File: src/include/axi2apb_consts.svh
`ifndef AXI2APB_CONSTS_SVH
`define AXI2APB_CONSTS_SVH

// Bus widths, AXI and APB data are the same width
`define AXI2APB_ADDR_W 32
`define AXI2APB_DATA_W 32
`define AXI2APB_ID_W 4

// Outstanding APB beats tracked between execute and result
`define AXI2APB_SIDE_DEPTH 4

// AXI response codes
`define AXI2APB_RESP_OKAY 2'b00
`define AXI2APB_RESP_SLVERR 2'b10

`endif

File: src/hw/axi2apb_pkg.sv
`default_nettype none
`include "axi2apb_consts.svh"

package axi2apb_pkg;

    typedef logic [`AXI2APB_ADDR_W-1:0] addr_t;
    typedef logic [`AXI2APB_DATA_W-1:0] data_t;
    typedef logic [`AXI2APB_DATA_W/8-1:0] strb_t;
    typedef logic [`AXI2APB_ID_W-1:0] id_t;
    typedef logic [7:0] len_t;
    typedef logic [1:0] resp_t;
    typedef logic [2:0] prot_t;

    // AW and AR share one layout
    typedef struct packed {
        id_t id;
        addr_t addr;
        len_t len;
        prot_t prot;
    } axi_req_t;

    typedef struct packed {
        data_t data;
        strb_t strb;
        logic last;
    } axi_w_t;

    typedef struct packed {
        id_t id;
        resp_t resp;
    } axi_b_t;

    typedef struct packed {
        id_t id;
        data_t data;
        resp_t resp;
        logic last;
    } axi_r_t;

    // Request as held by decode, addr already aligned
    typedef struct packed {
        logic write;
        id_t id;
        addr_t addr;
        len_t len;
        prot_t prot;
    } burst_t;

    typedef struct packed {
        addr_t paddr;
        data_t pwdata;
        strb_t pstrb;
        prot_t pprot;
        logic pwrite;
        logic first;
        logic last;
    } apb_cmd_t;

    typedef struct packed {
        data_t prdata;
        logic pslverr;
    } apb_rsp_t;

    // One entry per issued APB beat
    typedef struct packed {
        logic write;
        id_t id;
        logic last;
    } side_entry_t;

    typedef enum logic [1:0] {
        EXEC_IDLE,
        EXEC_READ,
        EXEC_WRITE
    } exec_state_t;

    typedef enum logic {
        RSP_IDLE,
        RSP_ACTIVE
    } rsp_state_t;

endpackage

`default_nettype wire

File: src/hw/axi2apb_req_decode.sv
`default_nettype none
`include "axi2apb_consts.svh"

module axi2apb_req_decode (
    input  wire logic                  aclk,
    input  wire logic                  aresetn,
    input  wire axi2apb_pkg::axi_req_t i_aw,
    input  wire logic                  i_awvalid,
    input  wire logic                  i_wvalid,
    input  wire axi2apb_pkg::axi_req_t i_ar,
    input  wire logic                  i_arvalid,
    input  wire logic                  i_queue_valid,
    input  wire logic                  i_done,
    output logic                       o_awready,
    output logic                       o_arready,
    output axi2apb_pkg::burst_t        o_burst,
    output logic                       o_busy
);

    localparam int unsigned BEAT_BYTES = `AXI2APB_DATA_W / 8;

    axi2apb_pkg::addr_t align_mask;
    axi2apb_pkg::axi_req_t sel;
    logic can_take;
    logic take_wr;
    logic take_rd;

    assign align_mask = axi2apb_pkg::addr_t'(BEAT_BYTES - 1);

    // Previous burst must fully drain before a new one starts
    assign can_take = !o_busy && !i_queue_valid;

    // Write wins when both are pending
    assign take_wr = can_take && i_awvalid && i_wvalid;
    assign take_rd = can_take && !take_wr && i_arvalid;

    assign o_awready = take_wr;
    assign o_arready = take_rd;
    assign sel = take_wr ? i_aw : i_ar;

    always_ff @(posedge aclk or negedge aresetn) begin
        if (!aresetn) begin
            o_busy <= 1'b0;
        end else if (take_wr || take_rd) begin
            o_busy <= 1'b1;
        end else if (i_done) begin
            o_busy <= 1'b0;
        end
    end

    always_ff @(posedge aclk) begin
        if (take_wr || take_rd) begin
            o_burst.write <= take_wr;
            o_burst.id <= sel.id;
            o_burst.addr <= sel.addr & ~align_mask;
            o_burst.len <= sel.len;
            o_burst.prot <= sel.prot;
        end
    end

    // Execute may only finish a burst that decode handed out
    a_done_while_busy: assert property (
        @(posedge aclk) disable iff (!aresetn)
        i_done |-> o_busy
    );

endmodule

`default_nettype wire

File: src/hw/axi2apb_cmd_execute.sv
`default_nettype none
`include "axi2apb_consts.svh"

module axi2apb_cmd_execute (
    input  wire logic                   aclk,
    input  wire logic                   aresetn,
    input  wire axi2apb_pkg::burst_t    i_burst,
    input  wire logic                   i_busy,
    input  wire axi2apb_pkg::axi_w_t    i_w,
    input  wire logic                   i_wvalid,
    input  wire logic                   i_cmd_ready,
    input  wire logic                   i_side_ready,
    output logic                        o_wready,
    output axi2apb_pkg::apb_cmd_t       o_cmd,
    output logic                        o_cmd_valid,
    output axi2apb_pkg::side_entry_t    o_side,
    output logic                        o_side_valid,
    output logic                        o_done
);

    localparam int unsigned BEAT_BYTES = `AXI2APB_DATA_W / 8;

    axi2apb_pkg::exec_state_t state;
    axi2apb_pkg::len_t beat_cnt;
    axi2apb_pkg::addr_t cur_addr;
    logic is_write;
    logic last_beat;
    logic issue;

    assign is_write = (state == axi2apb_pkg::EXEC_WRITE);
    assign last_beat = (beat_cnt == i_burst.len);

    // A beat goes out only when the APB side and the side queue can both take it
    assign issue = (state != axi2apb_pkg::EXEC_IDLE) && i_cmd_ready && i_side_ready &&
                   (!is_write || i_wvalid);

    always_ff @(posedge aclk or negedge aresetn) begin
        if (!aresetn) begin
            state <= axi2apb_pkg::EXEC_IDLE;
            beat_cnt <= '0;
            cur_addr <= '0;
        end else begin
            case (state)
                axi2apb_pkg::EXEC_IDLE: begin
                    if (i_busy) begin
                        state <= i_burst.write ? axi2apb_pkg::EXEC_WRITE
                                               : axi2apb_pkg::EXEC_READ;
                        beat_cnt <= '0;
                        cur_addr <= i_burst.addr;
                    end
                end
                axi2apb_pkg::EXEC_READ,
                axi2apb_pkg::EXEC_WRITE: begin
                    if (issue) begin
                        if (last_beat) begin
                            state <= axi2apb_pkg::EXEC_IDLE;
                        end else begin
                            beat_cnt <= beat_cnt + 1'b1;
                            cur_addr <= cur_addr + axi2apb_pkg::addr_t'(BEAT_BYTES);
                        end
                    end
                end
                default: state <= axi2apb_pkg::EXEC_IDLE;
            endcase
        end
    end

    always_comb begin
        o_cmd.paddr = cur_addr;
        o_cmd.pwdata = is_write ? i_w.data : '0;
        o_cmd.pstrb = is_write ? i_w.strb : '0;
        o_cmd.pprot = i_burst.prot;
        o_cmd.pwrite = is_write;
        o_cmd.first = (beat_cnt == '0);
        o_cmd.last = last_beat;
    end

    assign o_side.write = is_write;
    assign o_side.id = i_burst.id;
    assign o_side.last = last_beat;

    assign o_cmd_valid = issue;
    assign o_side_valid = issue;
    assign o_wready = issue && is_write;
    assign o_done = issue && last_beat;

    // Commands only go out while decode holds a burst
    a_cmd_in_burst: assert property (
        @(posedge aclk) disable iff (!aresetn)
        o_cmd_valid |-> i_busy
    );

    // Master's wlast must agree with the AWLEN count
    a_wlast_matches: assert property (
        @(posedge aclk) disable iff (!aresetn)
        o_wready |-> (i_w.last == o_cmd.last)
    );

endmodule

`default_nettype wire

File: src/hw/axi2apb_side_queue.sv
`default_nettype none
`include "axi2apb_consts.svh"

module axi2apb_side_queue (
    input  wire logic                     aclk,
    input  wire logic                     aresetn,
    input  wire axi2apb_pkg::side_entry_t i_wr,
    input  wire logic                     i_wr_valid,
    output logic                          o_wr_ready,
    output axi2apb_pkg::side_entry_t      o_rd,
    output logic                          o_rd_valid,
    input  wire logic                     i_rd_ready
);

    localparam int unsigned DEPTH = `AXI2APB_SIDE_DEPTH;
    localparam int unsigned PTR_W = (DEPTH > 1) ? $clog2(DEPTH) : 1;
    localparam int unsigned CNT_W = $clog2(DEPTH + 1);

    axi2apb_pkg::side_entry_t mem [DEPTH];
    logic [PTR_W-1:0] wr_ptr;
    logic [PTR_W-1:0] rd_ptr;
    logic [CNT_W-1:0] count;
    logic do_wr;
    logic do_rd;

    // Wrap at DEPTH, which need not be a power of two
    function automatic logic [PTR_W-1:0] next_ptr(input logic [PTR_W-1:0] ptr);
        if (ptr == PTR_W'(DEPTH - 1)) begin
            return '0;
        end
        return ptr + 1'b1;
    endfunction

    assign o_wr_ready = (count != CNT_W'(DEPTH));
    assign o_rd_valid = (count != '0);
    assign do_wr = i_wr_valid && o_wr_ready;
    assign do_rd = i_rd_ready && o_rd_valid;
    assign o_rd = mem[rd_ptr];

    always_ff @(posedge aclk) begin
        if (do_wr) begin
            mem[wr_ptr] <= i_wr;
        end
    end

    always_ff @(posedge aclk or negedge aresetn) begin
        if (!aresetn) begin
            wr_ptr <= '0;
            rd_ptr <= '0;
            count <= '0;
        end else begin
            if (do_wr) begin
                wr_ptr <= next_ptr(wr_ptr);
            end
            if (do_rd) begin
                rd_ptr <= next_ptr(rd_ptr);
            end
            if (do_wr && !do_rd) begin
                count <= count + 1'b1;
            end else if (do_rd && !do_wr) begin
                count <= count - 1'b1;
            end
        end
    end

    // Execute is expected to hold off on a full queue
    a_no_write_when_full: assert property (
        @(posedge aclk) disable iff (!aresetn)
        i_wr_valid |-> o_wr_ready
    );

endmodule

`default_nettype wire

File: src/hw/axi2apb_rsp_result.sv
`default_nettype none
`include "axi2apb_consts.svh"

module axi2apb_rsp_result (
    input  wire logic                     aclk,
    input  wire logic                     aresetn,
    input  wire axi2apb_pkg::apb_rsp_t    i_rsp,
    input  wire logic                     i_rsp_valid,
    output logic                          o_rsp_ready,
    input  wire axi2apb_pkg::side_entry_t i_side,
    input  wire logic                     i_side_valid,
    output logic                          o_side_ready,
    output axi2apb_pkg::axi_r_t           o_r,
    output logic                          o_rvalid,
    input  wire logic                     i_rready,
    output axi2apb_pkg::axi_b_t           o_b,
    output logic                          o_bvalid,
    input  wire logic                     i_bready
);

    axi2apb_pkg::rsp_state_t state;
    logic err_q;
    logic pair_valid;
    logic take;
    logic burst_err;

    assign pair_valid = i_rsp_valid && i_side_valid;

    // Hold the response and its entry until the AXI side can take them
    assign take = pair_valid && (i_side.write ? i_bready : i_rready);

    assign o_rsp_ready = take;
    assign o_side_ready = take;

    // Error seen on any earlier beat of this write burst
    assign burst_err = i_rsp.pslverr || ((state == axi2apb_pkg::RSP_ACTIVE) && err_q);

    assign o_rvalid = take && !i_side.write;
    assign o_r.id = i_side.id;
    assign o_r.data = i_rsp.prdata;
    assign o_r.resp = i_rsp.pslverr ? `AXI2APB_RESP_SLVERR : `AXI2APB_RESP_OKAY;
    assign o_r.last = i_side.last;

    // Only the final write beat surfaces on B
    assign o_bvalid = take && i_side.write && i_side.last;
    assign o_b.id = i_side.id;
    assign o_b.resp = burst_err ? `AXI2APB_RESP_SLVERR : `AXI2APB_RESP_OKAY;

    always_ff @(posedge aclk or negedge aresetn) begin
        if (!aresetn) begin
            state <= axi2apb_pkg::RSP_IDLE;
            err_q <= 1'b0;
        end else if (take && i_side.write) begin
            if (i_side.last) begin
                state <= axi2apb_pkg::RSP_IDLE;
                err_q <= 1'b0;
            end else begin
                state <= axi2apb_pkg::RSP_ACTIVE;
                err_q <= burst_err;
            end
        end
        // Read beats pass straight through
    end

    // The APB target only answers beats that were issued
    a_rsp_has_side: assert property (
        @(posedge aclk) disable iff (!aresetn)
        i_rsp_valid |-> i_side_valid
    );

endmodule

`default_nettype wire

File: src/hw/axi2apb_bridge.sv
`default_nettype none

module axi2apb_bridge (
    input  wire logic                  aclk,
    input  wire logic                  aresetn,
    // Write address
    input  wire axi2apb_pkg::axi_req_t i_aw,
    input  wire logic                  i_awvalid,
    output logic                       o_awready,
    // Write data
    input  wire axi2apb_pkg::axi_w_t   i_w,
    input  wire logic                  i_wvalid,
    output logic                       o_wready,
    // Write response
    output axi2apb_pkg::axi_b_t        o_b,
    output logic                       o_bvalid,
    input  wire logic                  i_bready,
    // Read address
    input  wire axi2apb_pkg::axi_req_t i_ar,
    input  wire logic                  i_arvalid,
    output logic                       o_arready,
    // Read data
    output axi2apb_pkg::axi_r_t        o_r,
    output logic                       o_rvalid,
    input  wire logic                  i_rready,
    // APB command and response packets
    output axi2apb_pkg::apb_cmd_t      o_cmd,
    output logic                       o_cmd_valid,
    input  wire logic                  i_cmd_ready,
    input  wire axi2apb_pkg::apb_rsp_t i_rsp,
    input  wire logic                  i_rsp_valid,
    output logic                       o_rsp_ready
);

    axi2apb_pkg::burst_t burst;
    logic busy;
    logic done;
    axi2apb_pkg::side_entry_t side_wr;
    logic side_wr_valid;
    logic side_wr_ready;
    axi2apb_pkg::side_entry_t side_rd;
    logic side_rd_valid;
    logic side_rd_ready;

    axi2apb_req_decode decode_i (
        .aclk          (aclk),
        .aresetn       (aresetn),
        .i_aw          (i_aw),
        .i_awvalid     (i_awvalid),
        .i_wvalid      (i_wvalid),
        .i_ar          (i_ar),
        .i_arvalid     (i_arvalid),
        .i_queue_valid (side_rd_valid),
        .i_done        (done),
        .o_awready     (o_awready),
        .o_arready     (o_arready),
        .o_burst       (burst),
        .o_busy        (busy)
    );

    axi2apb_cmd_execute execute_i (
        .aclk         (aclk),
        .aresetn      (aresetn),
        .i_burst      (burst),
        .i_busy       (busy),
        .i_w          (i_w),
        .i_wvalid     (i_wvalid),
        .i_cmd_ready  (i_cmd_ready),
        .i_side_ready (side_wr_ready),
        .o_wready     (o_wready),
        .o_cmd        (o_cmd),
        .o_cmd_valid  (o_cmd_valid),
        .o_side       (side_wr),
        .o_side_valid (side_wr_valid),
        .o_done       (done)
    );

    axi2apb_side_queue side_queue_i (
        .aclk       (aclk),
        .aresetn    (aresetn),
        .i_wr       (side_wr),
        .i_wr_valid (side_wr_valid),
        .o_wr_ready (side_wr_ready),
        .o_rd       (side_rd),
        .o_rd_valid (side_rd_valid),
        .i_rd_ready (side_rd_ready)
    );

    axi2apb_rsp_result result_i (
        .aclk         (aclk),
        .aresetn      (aresetn),
        .i_rsp        (i_rsp),
        .i_rsp_valid  (i_rsp_valid),
        .o_rsp_ready  (o_rsp_ready),
        .i_side       (side_rd),
        .i_side_valid (side_rd_valid),
        .o_side_ready (side_rd_ready),
        .o_r          (o_r),
        .o_rvalid     (o_rvalid),
        .i_rready     (i_rready),
        .o_b          (o_b),
        .o_bvalid     (o_bvalid),
        .i_bready     (i_bready)
    );

endmodule

`default_nettype wire

File: config.mk
export PLATFORM = sky130hd
export DESIGN_NAME = axi2apb_bridge
export DESIGN_NICKNAME = d
export VERILOG_FILES = /design/src/hw/axi2apb_pkg.sv /design/src/hw/axi2apb_req_decode.sv /design/src/hw/axi2apb_cmd_execute.sv /design/src/hw/axi2apb_side_queue.sv /design/src/hw/axi2apb_rsp_result.sv /design/src/hw/axi2apb_bridge.sv
export VERILOG_INCLUDE_DIRS = /design/src /design/src/include
export SDC_FILE = /design/constraint.sdc
export NUM_CORES = 1
export LEC_CHECK = 0
export BUFFER_PORTS_ARGS = -buffer_cell sky130_fd_sc_hd__buf_4
export CAP_MARGIN = 10
export CORE_MARGIN = 10
export CORE_UTILIZATION = 49
export CTS_CLUSTER_DIAMETER = 30
export DETAILED_ROUTE_END_ITERATION = 6
export PLACE_DENSITY = 0.87
export SETUP_SLACK_MARGIN = 0.15
export SLEW_MARGIN = 40
export SYNTH_ARGS = -nofsm -noshare
export SYNTH_HDL_FRONTEND = slang
export SYNTH_HIERARCHICAL = 1
export SYNTH_SLANG_ARGS = --single-unit
File: constraint.sdc
create_clock -name aclk -period 5.67 [get_ports aclk]
set_input_delay 0.567 -clock aclk [delete_from_list [all_inputs] [get_ports aclk]]
set_output_delay 0.567 -clock aclk [all_outputs]
set_load 0.1 [all_outputs]
; ---- After elaboration in Yosys (flattened, before gate mapping)
; Memory sizes are Yosys's and may differ from the RTL's.
; Index checks and enable logic that the tools add are counted.
[word_totals]
register_bits = 98
ram_bits = 24
input_bits = 173
out_inout_bits = 126
elab_cells = 106
mem_count = 1
[mem_list]
columns = name, words, width, rd, rd_ports_with_merged_regs, write_ports, line_no
row1 = side_queue_i.mem, 4, 6, 1, 0, 1, axi2apb_side_queue.sv:19  ; axi2apb_pkg::side_entry_t mem [DEPTH];
[op_classes]
n_addsub = 6
n_eq_ne = 10
mux = 35
n_reduce_logical = 40
[ops]
columns = cell, n
row1 = $mux W32, 4
row2 = $pmux W32 S2, 1
row3 = $mux W47, 1
row4 = $add A32 B3 Y32 const B, 1
row5 = $mux W8, 3
row6 = $logic_and A1 B1 Y1, 20
row7 = $mux W2, 10
row8 = $pmux W8 S2, 1
row9 = $mux W1, 11
row10 = $add A8 B1 Y8 const B, 1
row11 = $eq A8 B8 Y1, 1
row12 = $logic_not A8 Y1, 1
row13 = $reduce_bool A2 Y1, 4
row14 = $logic_not A1 Y1, 7
row15 = $eq A2 B2 Y1 const B, 3
row16 = $mux W3, 2
row17 = $add A2 B1 Y2 const B, 2
row18 = $mux W4, 1
row19 = $ne A2 B1 Y1 const B, 2
row20 = $ne A2 B2 Y1 const B, 2
row21 = $pmux W2 S2, 1
row22 = $reduce_and A4 Y1, 1
row23 = $add A3 B1 Y3 const B, 1
row24 = $logic_or A1 B1 Y1, 3
row25 = other kinds (7), 7

; ---- Depth between registers and ports, before layout
; Gate-level depths: netlist (run 1).
[depth]
word_depth = 10
mapped_depth = 12
ltp_nobuf = 11

; ---- Cells and area by module
; Netlist (run 1), hierarchy kept.
[modules_own_cells]
columns = module, n_inst, cells_each, area_per_inst_um2, seq_area_each_um2
row1 = axi2apb_cmd_execute, 1, 369, 3080.5, 1051.0
row2 = axi2apb_req_decode, 1, 107, 2222.1, 1406.3
row3 = axi2apb_side_queue, 1, 69, 1313.8, 895.9
row4 = axi2apb_rsp_result, 1, 63, 470.5, 50.0

; ---- Worst setup path before layout (run 1)
; Ideal clock, no wire load.
[synth_timing]
kind = register -> output
from = reg side_queue_i.count[2]
to = out o_arready
arrival_time_ns = 5.563
required_ns = 5.103
path_slack_ns = -0.460
path_stages_with_launch = 3
path_buffers = 0
path_cell_list = dfrtp_1 or3_4 a2111oi_0
[synth_via]
elab_chain_len = 8
[synth_rtl]
columns = element, line_no
row1 = "start, declared", axi2apb_side_queue.sv:22  ; logic [CNT_W-1:0] count;
row2 = "start signal, assigned", axi2apb_side_queue.sv:59  ; count <= count + 1'b1;
row3 = "start signal, assigned", axi2apb_side_queue.sv:61  ; count <= count - 1'b1;
row4 = $reduce_bool A3 Y1 (*), axi2apb_side_queue.sv:35  ; assign o_rd_valid = (count != '0);
row5 = named net side_rd_valid, axi2apb_bridge.sv:42  ; logic side_rd_valid;
row6 = $logic_not A1 Y1 (*), axi2apb_req_decode.sv:31  ; assign can_take = !o_busy && !i_queue_valid;
row7 = $logic_and A1 B1 Y1 (*), axi2apb_req_decode.sv:31
row8 = $logic_and A1 B1 Y1 (2 in a row), axi2apb_req_decode.sv:34  ; assign take_wr = can_take && i_awvalid && i_wvalid;
row9 = $logic_not A1 Y1, axi2apb_req_decode.sv:35  ; assign take_rd = can_take && !take_wr && i_arvalid;
row10 = $logic_and A1 B1 Y1 (*) (2 in a row), axi2apb_req_decode.sv:35
row11 = "end, declared", axi2apb_bridge.sv:21  ; output logic o_arready,
; Mark *: on every way through the listed nets, which the timed path passes. The rest lies on a longest branch.

; ---- Worst setup path after layout (run 1)
[layout_timing]
from = reg side_queue_i.count[0]
to = out o_awready
[layout_via]
elab_chain_len = 5
[layout_rtl]
columns = element, line_no
row1 = $reduce_bool A3 Y1, axi2apb_side_queue.sv:35
row2 = named net side_rd_valid, axi2apb_bridge.sv:42
row3 = $logic_not A1 Y1, axi2apb_req_decode.sv:31
row4 = $logic_and A1 B1 Y1, axi2apb_req_decode.sv:31
row5 = $logic_and A1 B1 Y1 (2 in a row), axi2apb_req_decode.sv:34
row6 = "end, declared", axi2apb_bridge.sv:9  ; output logic o_awready,
; The timed path passes the listed nets, and every way through them passes these cells.

==> results of run 1 <==
==> worst max path at each step <==
stage                                           start                            endpoint  slack (ns)  depth (start not counted)
floorplan           side_queue_i/count[2]$_DFFE_PN0P_                           o_arready        0.92                          2
global placement       execute_i/state[0]$_DFFE_PN0P_  execute_i/cur_addr[23]$_DFFE_PN0P_        2.46                          8
detailed placement     execute_i/state[1]$_DFFE_PN0P_  execute_i/cur_addr[15]$_DFFE_PN0P_        2.66                          7
CTS                 side_queue_i/count[0]$_DFFE_PN0P_                           o_awready        2.30                          4
global route        side_queue_i/count[0]$_DFFE_PN0P_                           o_awready        2.17                          4
finish              side_queue_i/count[0]$_DFFE_PN0P_                           o_awready        2.30                          4
==> power by group through the flow <==
stage / sequential, W / combinational [W] / clock, W
floorplan: 0.00213 / 0.00218 / 0
global placement: 0.00140 / 0.00346 / 0
detailed placement: 0.00142 / 0.00353 / 0
CTS: 0.00141 / 0.00354 / 0.00104
global route: 0.00145 / 0.00372 / 0.00109
finish: 0.00142 / 0.00354 / 0.00103
==> cell families (layout without fill, tap and decap cells) <==
group,after synthesis,count (layout),synth area share (%)
AO/OA/AOI/OAI,89,89,8.51
multiplexers,64,64,13.2
other,2,4,0.106
adder cells (fa/ha/maj),13,13,2.40
XOR/XNOR,11,11,1.36
buffers and inverters,107,279,10.4
AND/OR/NAND/NOR,200,200,16.0
flip-flops,122,122,48.0
==> worst reg2reg max path, cell delays in order (launching register included) <==
cell and delay (ns):
dfrtp_1 0.32, inv_1 0.08, ha_2 0.38, nor2b_1 0.25, nor3_4 0.33, a21boi_2 0.38
ha_1 0.24, inv_1 0.06, fa_1 0.37, xor2_1 0.15, nor2_1 0.11, xor2_1 0.17
==> flip-flops by register name, summed over array words and instances, names as in the netlist <==
| register | count |
|---|---|
| decode_i/o_busy | 1 |
| side_queue_i/wr_ptr | 2 |
| side_queue_i/count | 3 |
| execute_i/cur_addr | 32 |
| execute_i/beat_cnt | 8 |
| execute_i/state | 2 |
| result_i/err_q | 1 |
| decode_i/o_burst | 46 |
| result_i/state | 1 |
| side_queue_i/rd_ptr | 2 |
| side_queue_i/mem | 24 |
==> routing by layer <==
layer / global-route usage, % / part of all wire (%)
met4: 6.09 / 1.9
met1: 21.0 / 35
met5: 1.31 / 0
met3: 7.74 / 10
met2: 35.5 / 53
==> Yosys cell counts, drive strengths merged (2+ instances only) <==
master and instances:
buf 77, edfxtp 70, dfrtp 52, mux2 52
and2 44, nand2 40, nor2 28, nand3 21
o21ai 19, a21oi 18, nor3 16, clkbuf 15
inv 15, nand4 15, ha 12, o22ai 10
xnor2 9, and3 7, and4 7, a22oi 6
a311oi 6, mux2i 6, mux4 6, o211ai 6
nor4 5, or4 4, nand2b 3, nor2b 3
o31ai 3, a211oi 2, a21o 2, conb 2
o311ai 2, o32a 2, or3 2, xor2 2
==> cell type report <==
class / count / area share [%]
Timing Repair Buffer: 232 / 19.4
Tap cell: 180 / 2.51
Inverter: 15 / 0.627
Clock inverter: 14 / 1.52
Sequential cell: 122 / 37.9
Clock buffer: 18 / 4.78
Multi-Input combinational cell: 381 / 33.3
==> per-stage QoR <==
step	cell area, µm²	power, W
after floorplan	7100	0.00431
after global placement	8400	0.00486
after detailed placement	8410	0.00495
after CTS	8970	0.00599
after global routing	8980	0.00625
final	8980	0.00598
==> results.sh, run 1 <==
export IMPL_final_setup_worst_slack_ns=2.30
export IMPL_cpMostUsedCell="buf_4"
export IMPL_fin_skew_ns=0.0124
export IMPL_hold_slack_ns=0.193
export IMPL_worstSetupPathType="reg -> out"
export IMPL_hpwl_mm=15.2
export IMPL_antenna_found_initial=0
export IMPL_fin_crit_sh_pct=59.4
export IMPL_fmax_ghz=0.297
export IMPL_clk_latency_ns=0.41
export IMPL_initial_core_util_pct=50.5
export IMPL_finalSetupTns_ns=0
export IMPL_cp_buffers_inverters=2
export IMPL_drc=0
export IMPL_startpoint_type="flip-flop"
export IMPL_grt_remaining_overflow=0
export IMPL_r2r_slack_ns=2.76
export IMPL_slew_violations=0
export IMPL_gp_congestion=0.872
export IMPL_async_flop_share_pct=42.6
export IMPL_synth_ff_type="edfxtp_1"
export IMPL_path_cells="or3_4 > nor4bb_4 > buf_4 > buf_4"
export IMPL_powerDensity_nw_per_um2=666
export IMPL_finalSetupViolCount=0
export IMPL_cts_buffers=17
export IMPL_utilization_pct=64.0
export IMPL_critPathArrivalTime_ns=2.80
export IMPL_cp_max_fo=47
export IMPL_core_um2=14000
export IMPL_worst_slew_pin_slew_ns=0.816
export IMPL_crit_family="buffers and inverters"
export IMPL_rows=43
export IMPL_synth_distinct_cells=72
export IMPL_p_switching_w=0.00335
export IMPL_max_slew_margin_rel_pct=45.6
export IMPL_crit_path_end_kind="output pin"
export IMPL_seq_power_share_pct=23.7
export IMPL_syn_inst=608
export IMPL_drive_gt1_share_pct=43.9
export IMPL_dieWidth_um=140
export IMPL_grt_pass1_wl_mm=31.7
export IMPL_postCtsHoldBufs=0
export IMPL_multiInputGateArea_um2=2990
export IMPL_cts_root_buf="clkbuf_16"
export IMPL_hold_viol=0
export IMPL_fin_nets=955
export IMPL_die_area_um2=19700
export IMPL_diodes=0
export IMPL_netlist_area_um2=7090
export IMPL_reg2reg_from="execute_i/state[0]$_DFFE_PN0P_"
export IMPL_rr_endpoint="side_queue_i/count[2]$_DFFE_PN0P_"
export IMPL_cts_buffer_depth=2
export IMPL_fin_crit_ns=3.37
export IMPL_mostFrequentLayoutCells="buf_4, edfxtp_1, dfrtp_1"
export IMPL_htreeDepth=4
export IMPL_finalNonFillerCells=962
export IMPL_cts_resized=0
export IMPL_status="complete, no violations"
export IMPL_p_int_w=0.00264
export IMPL_vias=5488
export IMPL_die_y_um=140
export IMPL_cap_violations=0
export IMPL_yosysTopAreaCell="edfxtp_1"
export IMPL_totalWireLength_mm=20.5
export IMPL_critPathSlowestCell="buf_4"
export IMPL_grt_util_all_layers_pct=19.9
export IMPL_wire_per_inst_um=21.3
export IMPL_mostFrequentLayoutCell="buf_4"
export IMPL_slowest_delay_ns=0.66
export IMPL_cp_data_required_time_ns=5.10
export IMPL_ir_drop_v=0.000428
export IMPL_clk_pin_slew_ns=0.06
export IMPL_p_leak_nw=3.83
export IMPL_ys_seq_area_share_pct=48.0
export IMPL_cts_tree="yes"
export IMPL_syn_to_final_growth_pct=26.8
export IMPL_regArea_um2=3400
export IMPL_avgSynthCellArea_um2=11.7
export IMPL_r2r_cells=11
export IMPL_synth_seq_cells=122
export IMPL_dp_cells=930
export IMPL_yosysTopAreaCellShare_pct=29.7
export IMPL_final_fill_count=1092
export IMPL_grt_max_degree=53
export IMPL_synthTopCellsByArea="edfxtp_1, dfrtp_1, mux2_4"
export IMPL_clkSinkCount=122
export IMPL_dr_first_iter_drc_count=484
export IMPL_synth_edf_count=70
export IMPL_combPwrFrac_pct=59.1
export IMPL_cts_setup_buffers=0
export IMPL_first_global_vias=5802
export IMPL_pin_count=299
export IMPL_switching_share_pct=56.0
export IMPL_firstDrtPassIters=5
export IMPL_antenna_left=0
export IMPL_grt_setup_unrepaired="false"
export IMPL_ys_warnings_count=6
export IMPL_clkPwrFrac_pct=17.2
export IMPL_io_buffer_count=227
export IMPL_hp_class="in -> async"
export IMPL_dp_slack_ns=2.66
export IMPL_avgViaCountPerCell=5.70
Power figures use the tool's default switching activity.
==> run 2: changes to the inputs <==
Settings changed: CORE_UTILIZATION 49 to 44, PLACE_DENSITY 0.87 to 0.82.
Clock period 5.67 ns to 2.75 ns, I/O delays scaled along.
==> run 2 against run 1 <==
Clock power up 140%. Clock skew down 0.0016 ns. Worst setup slack worse by 2.1 ns. Global-route usage down 2.6 points. Wire length down 5.9%. Register-to-register slack worse by 2.5 ns. Combinational power up 110%. Critical path depth unchanged. First-iteration DRC count down 33%. Via count down 0.67%. Sequential share of layout area down 1.5 points. Worst hold slack worse by 0.038 ns. Largest power group unchanged.
==> results.sh, run 2 (synthesis gave the netlist of run 1 again) <==
export IMPL_cp_max_fo=17
export IMPL_cts_tree="yes"
export IMPL_initial_core_util_pct=44.8
export IMPL_firstDrtPassIters=4
export IMPL_clk_pin_slew_ns=0.06
export IMPL_startpoint_type="flip-flop"
export IMPL_die_area_um2=21600
export IMPL_hold_viol=0
export IMPL_worstSetupEndpoint="o_awready"
export IMPL_die_y_um=147
export IMPL_powerDensity_nw_per_um2=1380
export IMPL_worstSetupPathType="reg -> out"
export IMPL_critPathLaunch="side_queue_i/count[2]$_DFFE_PN0P_"
export IMPL_p_leak_nw=3.98
export IMPL_core_um2=15800
export IMPL_status="complete, no violations"
export IMPL_cp_data_required_time_ns=2.48
export IMPL_crit_path_end_kind="output pin"
export IMPL_fin_skew_ns=0.0108
export IMPL_drive_gt1_share_pct=46.7
export IMPL_reg2reg_from="execute_i/state[0]$_DFFE_PN0P_"
export IMPL_totalWireLength_mm=19.2
export IMPL_max_slew_margin_rel_pct=52.1
export IMPL_grt_util_all_layers_pct=17.3
export IMPL_fmax_ghz=0.397
export IMPL_critPathSlowestCell="or3_4"
export IMPL_gp_congestion=0.835
export IMPL_worst_slew_pin_slew_ns=0.719
export IMPL_cts_buffer_depth=2
export IMPL_r2r_cells=6
export IMPL_diodes=0
export IMPL_mostFrequentLayoutCell="buf_4"
export IMPL_rows=46
export IMPL_ir_drop_v=0.00103
export IMPL_syn_to_final_growth_pct=31.9
export IMPL_rr_endpoint="execute_i/cur_addr[15]$_DFFE_PN0P_"
export IMPL_utilization_pct=59.1
export IMPL_slew_violations=0
export IMPL_dieWidth_um=147
export IMPL_clk_latency_ns=0.42
export IMPL_fin_crit_sh_pct=91.5
export IMPL_fin_crit_ns=2.52
export IMPL_clkSinkCount=122
export IMPL_largest_reg_flops=46
export IMPL_finalNonFillerCells=1013
export IMPL_hp_class="in -> reg"
export IMPL_antenna_left=0
export IMPL_reg_top3="decode_i/o_burst: 46 flops, execute_i/cur_addr: 32 flops, side_queue_i/mem: 24 flops"
export IMPL_cap_violations=0
export IMPL_dr_first_iter_drc_count=323
export IMPL_io_buffer_count=227
export IMPL_regMostFlops="decode_i/o_burst"
export IMPL_hpwl_mm=13.8
export IMPL_mostFrequentLayoutCells="buf_4, edfxtp_1, dfrtp_1"
export IMPL_cts_buffers=17
export IMPL_critPathArrivalTime_ns=2.24
export IMPL_grt_remaining_overflow=0
export IMPL_r2r_slack_ns=0.30
export IMPL_path_cells="or3_4 > nor4bb_4 > buf_12 > buf_6"
export IMPL_pin_count=299
export IMPL_avgViaCountPerCell=5.38
export IMPL_wire_per_inst_um=19.0
export IMPL_slowest_delay_ns=0.50
export IMPL_grt_max_degree=53
export IMPL_dp_cells=978
export IMPL_drc=0
export IMPL_htreeDepth=4
export IMPL_fin_nets=970
export IMPL_vias=5451
export IMPL_cts_root_buf="clkbuf_16"
export IMPL_grt_setup_unrepaired="false"
export IMPL_grt_pass1_wl_mm=30.1
export IMPL_finalSetupViolCount=0
export IMPL_antenna_found_initial=0
export IMPL_first_global_vias=5762
[run 2: layout make-up]
type                    count  area [µm²]
well taps                 216         270
clock buffers              18         429
inverters                  15        56.3
repair buffers            247        1900
flip-flops and latches    122        3400
multi-input cells         381        3070
fillers                  1272        6480
clock inverters            14         219
[run 2: stage by stage]
stage               power [W]  instance area, µm²  worst slack, ns  setup TNS (ns)  hold slack [ns]
floorplan             0.00901                7210           -0.338          -0.861          -0.0206
global placement       0.0103                8650            0.366               0            0.370
detailed placement     0.0104                8650            0.317               0            0.375
CTS                    0.0130                9350            0.223               0            0.140
global route           0.0135                9350            0.151               0            0.137
finish                 0.0129                9350            0.232               0            0.155
[run 2: worst max-delay path: cells and delay by family (launching register included)]
kind                   cells  cell delay, ns
buffers and inverters      2            0.49
and+or+nand+nor            2            0.89
DFF                        1            0.45
[run 2: layer usage]
metal	track usage, %	share of wire, %
met1	19.7	40
met2	28.7	49
met3	7.19	9.5
met4	6.34	1.3
met5	0	0
[run 2: repair_timing]
| action | 4_1_cts | 5_1_grt |
|---|---|---|
| setup endpoints to repair | 1 | 0 |
| hold endpoints to repair | 52 | 0 |
| hold buffers | 1 | 0 |
| resized for setup | 1 | 0 |
| buffers inserted | 1 | 0 |
[run 2: report_power, final]
group	total [W]	switching, W	internal (W)
Combinational	0.00756	0.00558	0.00198
Clock	0.00245	0.000831	0.00161
Sequential	0.00290	0.000500	0.00240
Total	0.0129	0.00691	0.00599
[run 2: worst min-delay path by stage]
stage               startpoint  depth (start not counted)  slack, ns                              to
CTS                   i_aw[14]                          2       0.14  decode_i/o_burst[14]$_DFFE_PP_
global placement       aresetn                          1       0.37      result_i/state$_DFFE_PN0P_
global route          i_aw[13]                          2       0.14  decode_i/o_burst[13]$_DFFE_PP_
detailed placement     aresetn                          1       0.38      result_i/state$_DFFE_PN0P_
floorplan              aresetn                          0      -0.02     decode_i/o_busy$_DFFE_PN0P_
finish                i_aw[35]                          2       0.15  decode_i/o_burst[35]$_DFFE_PP_
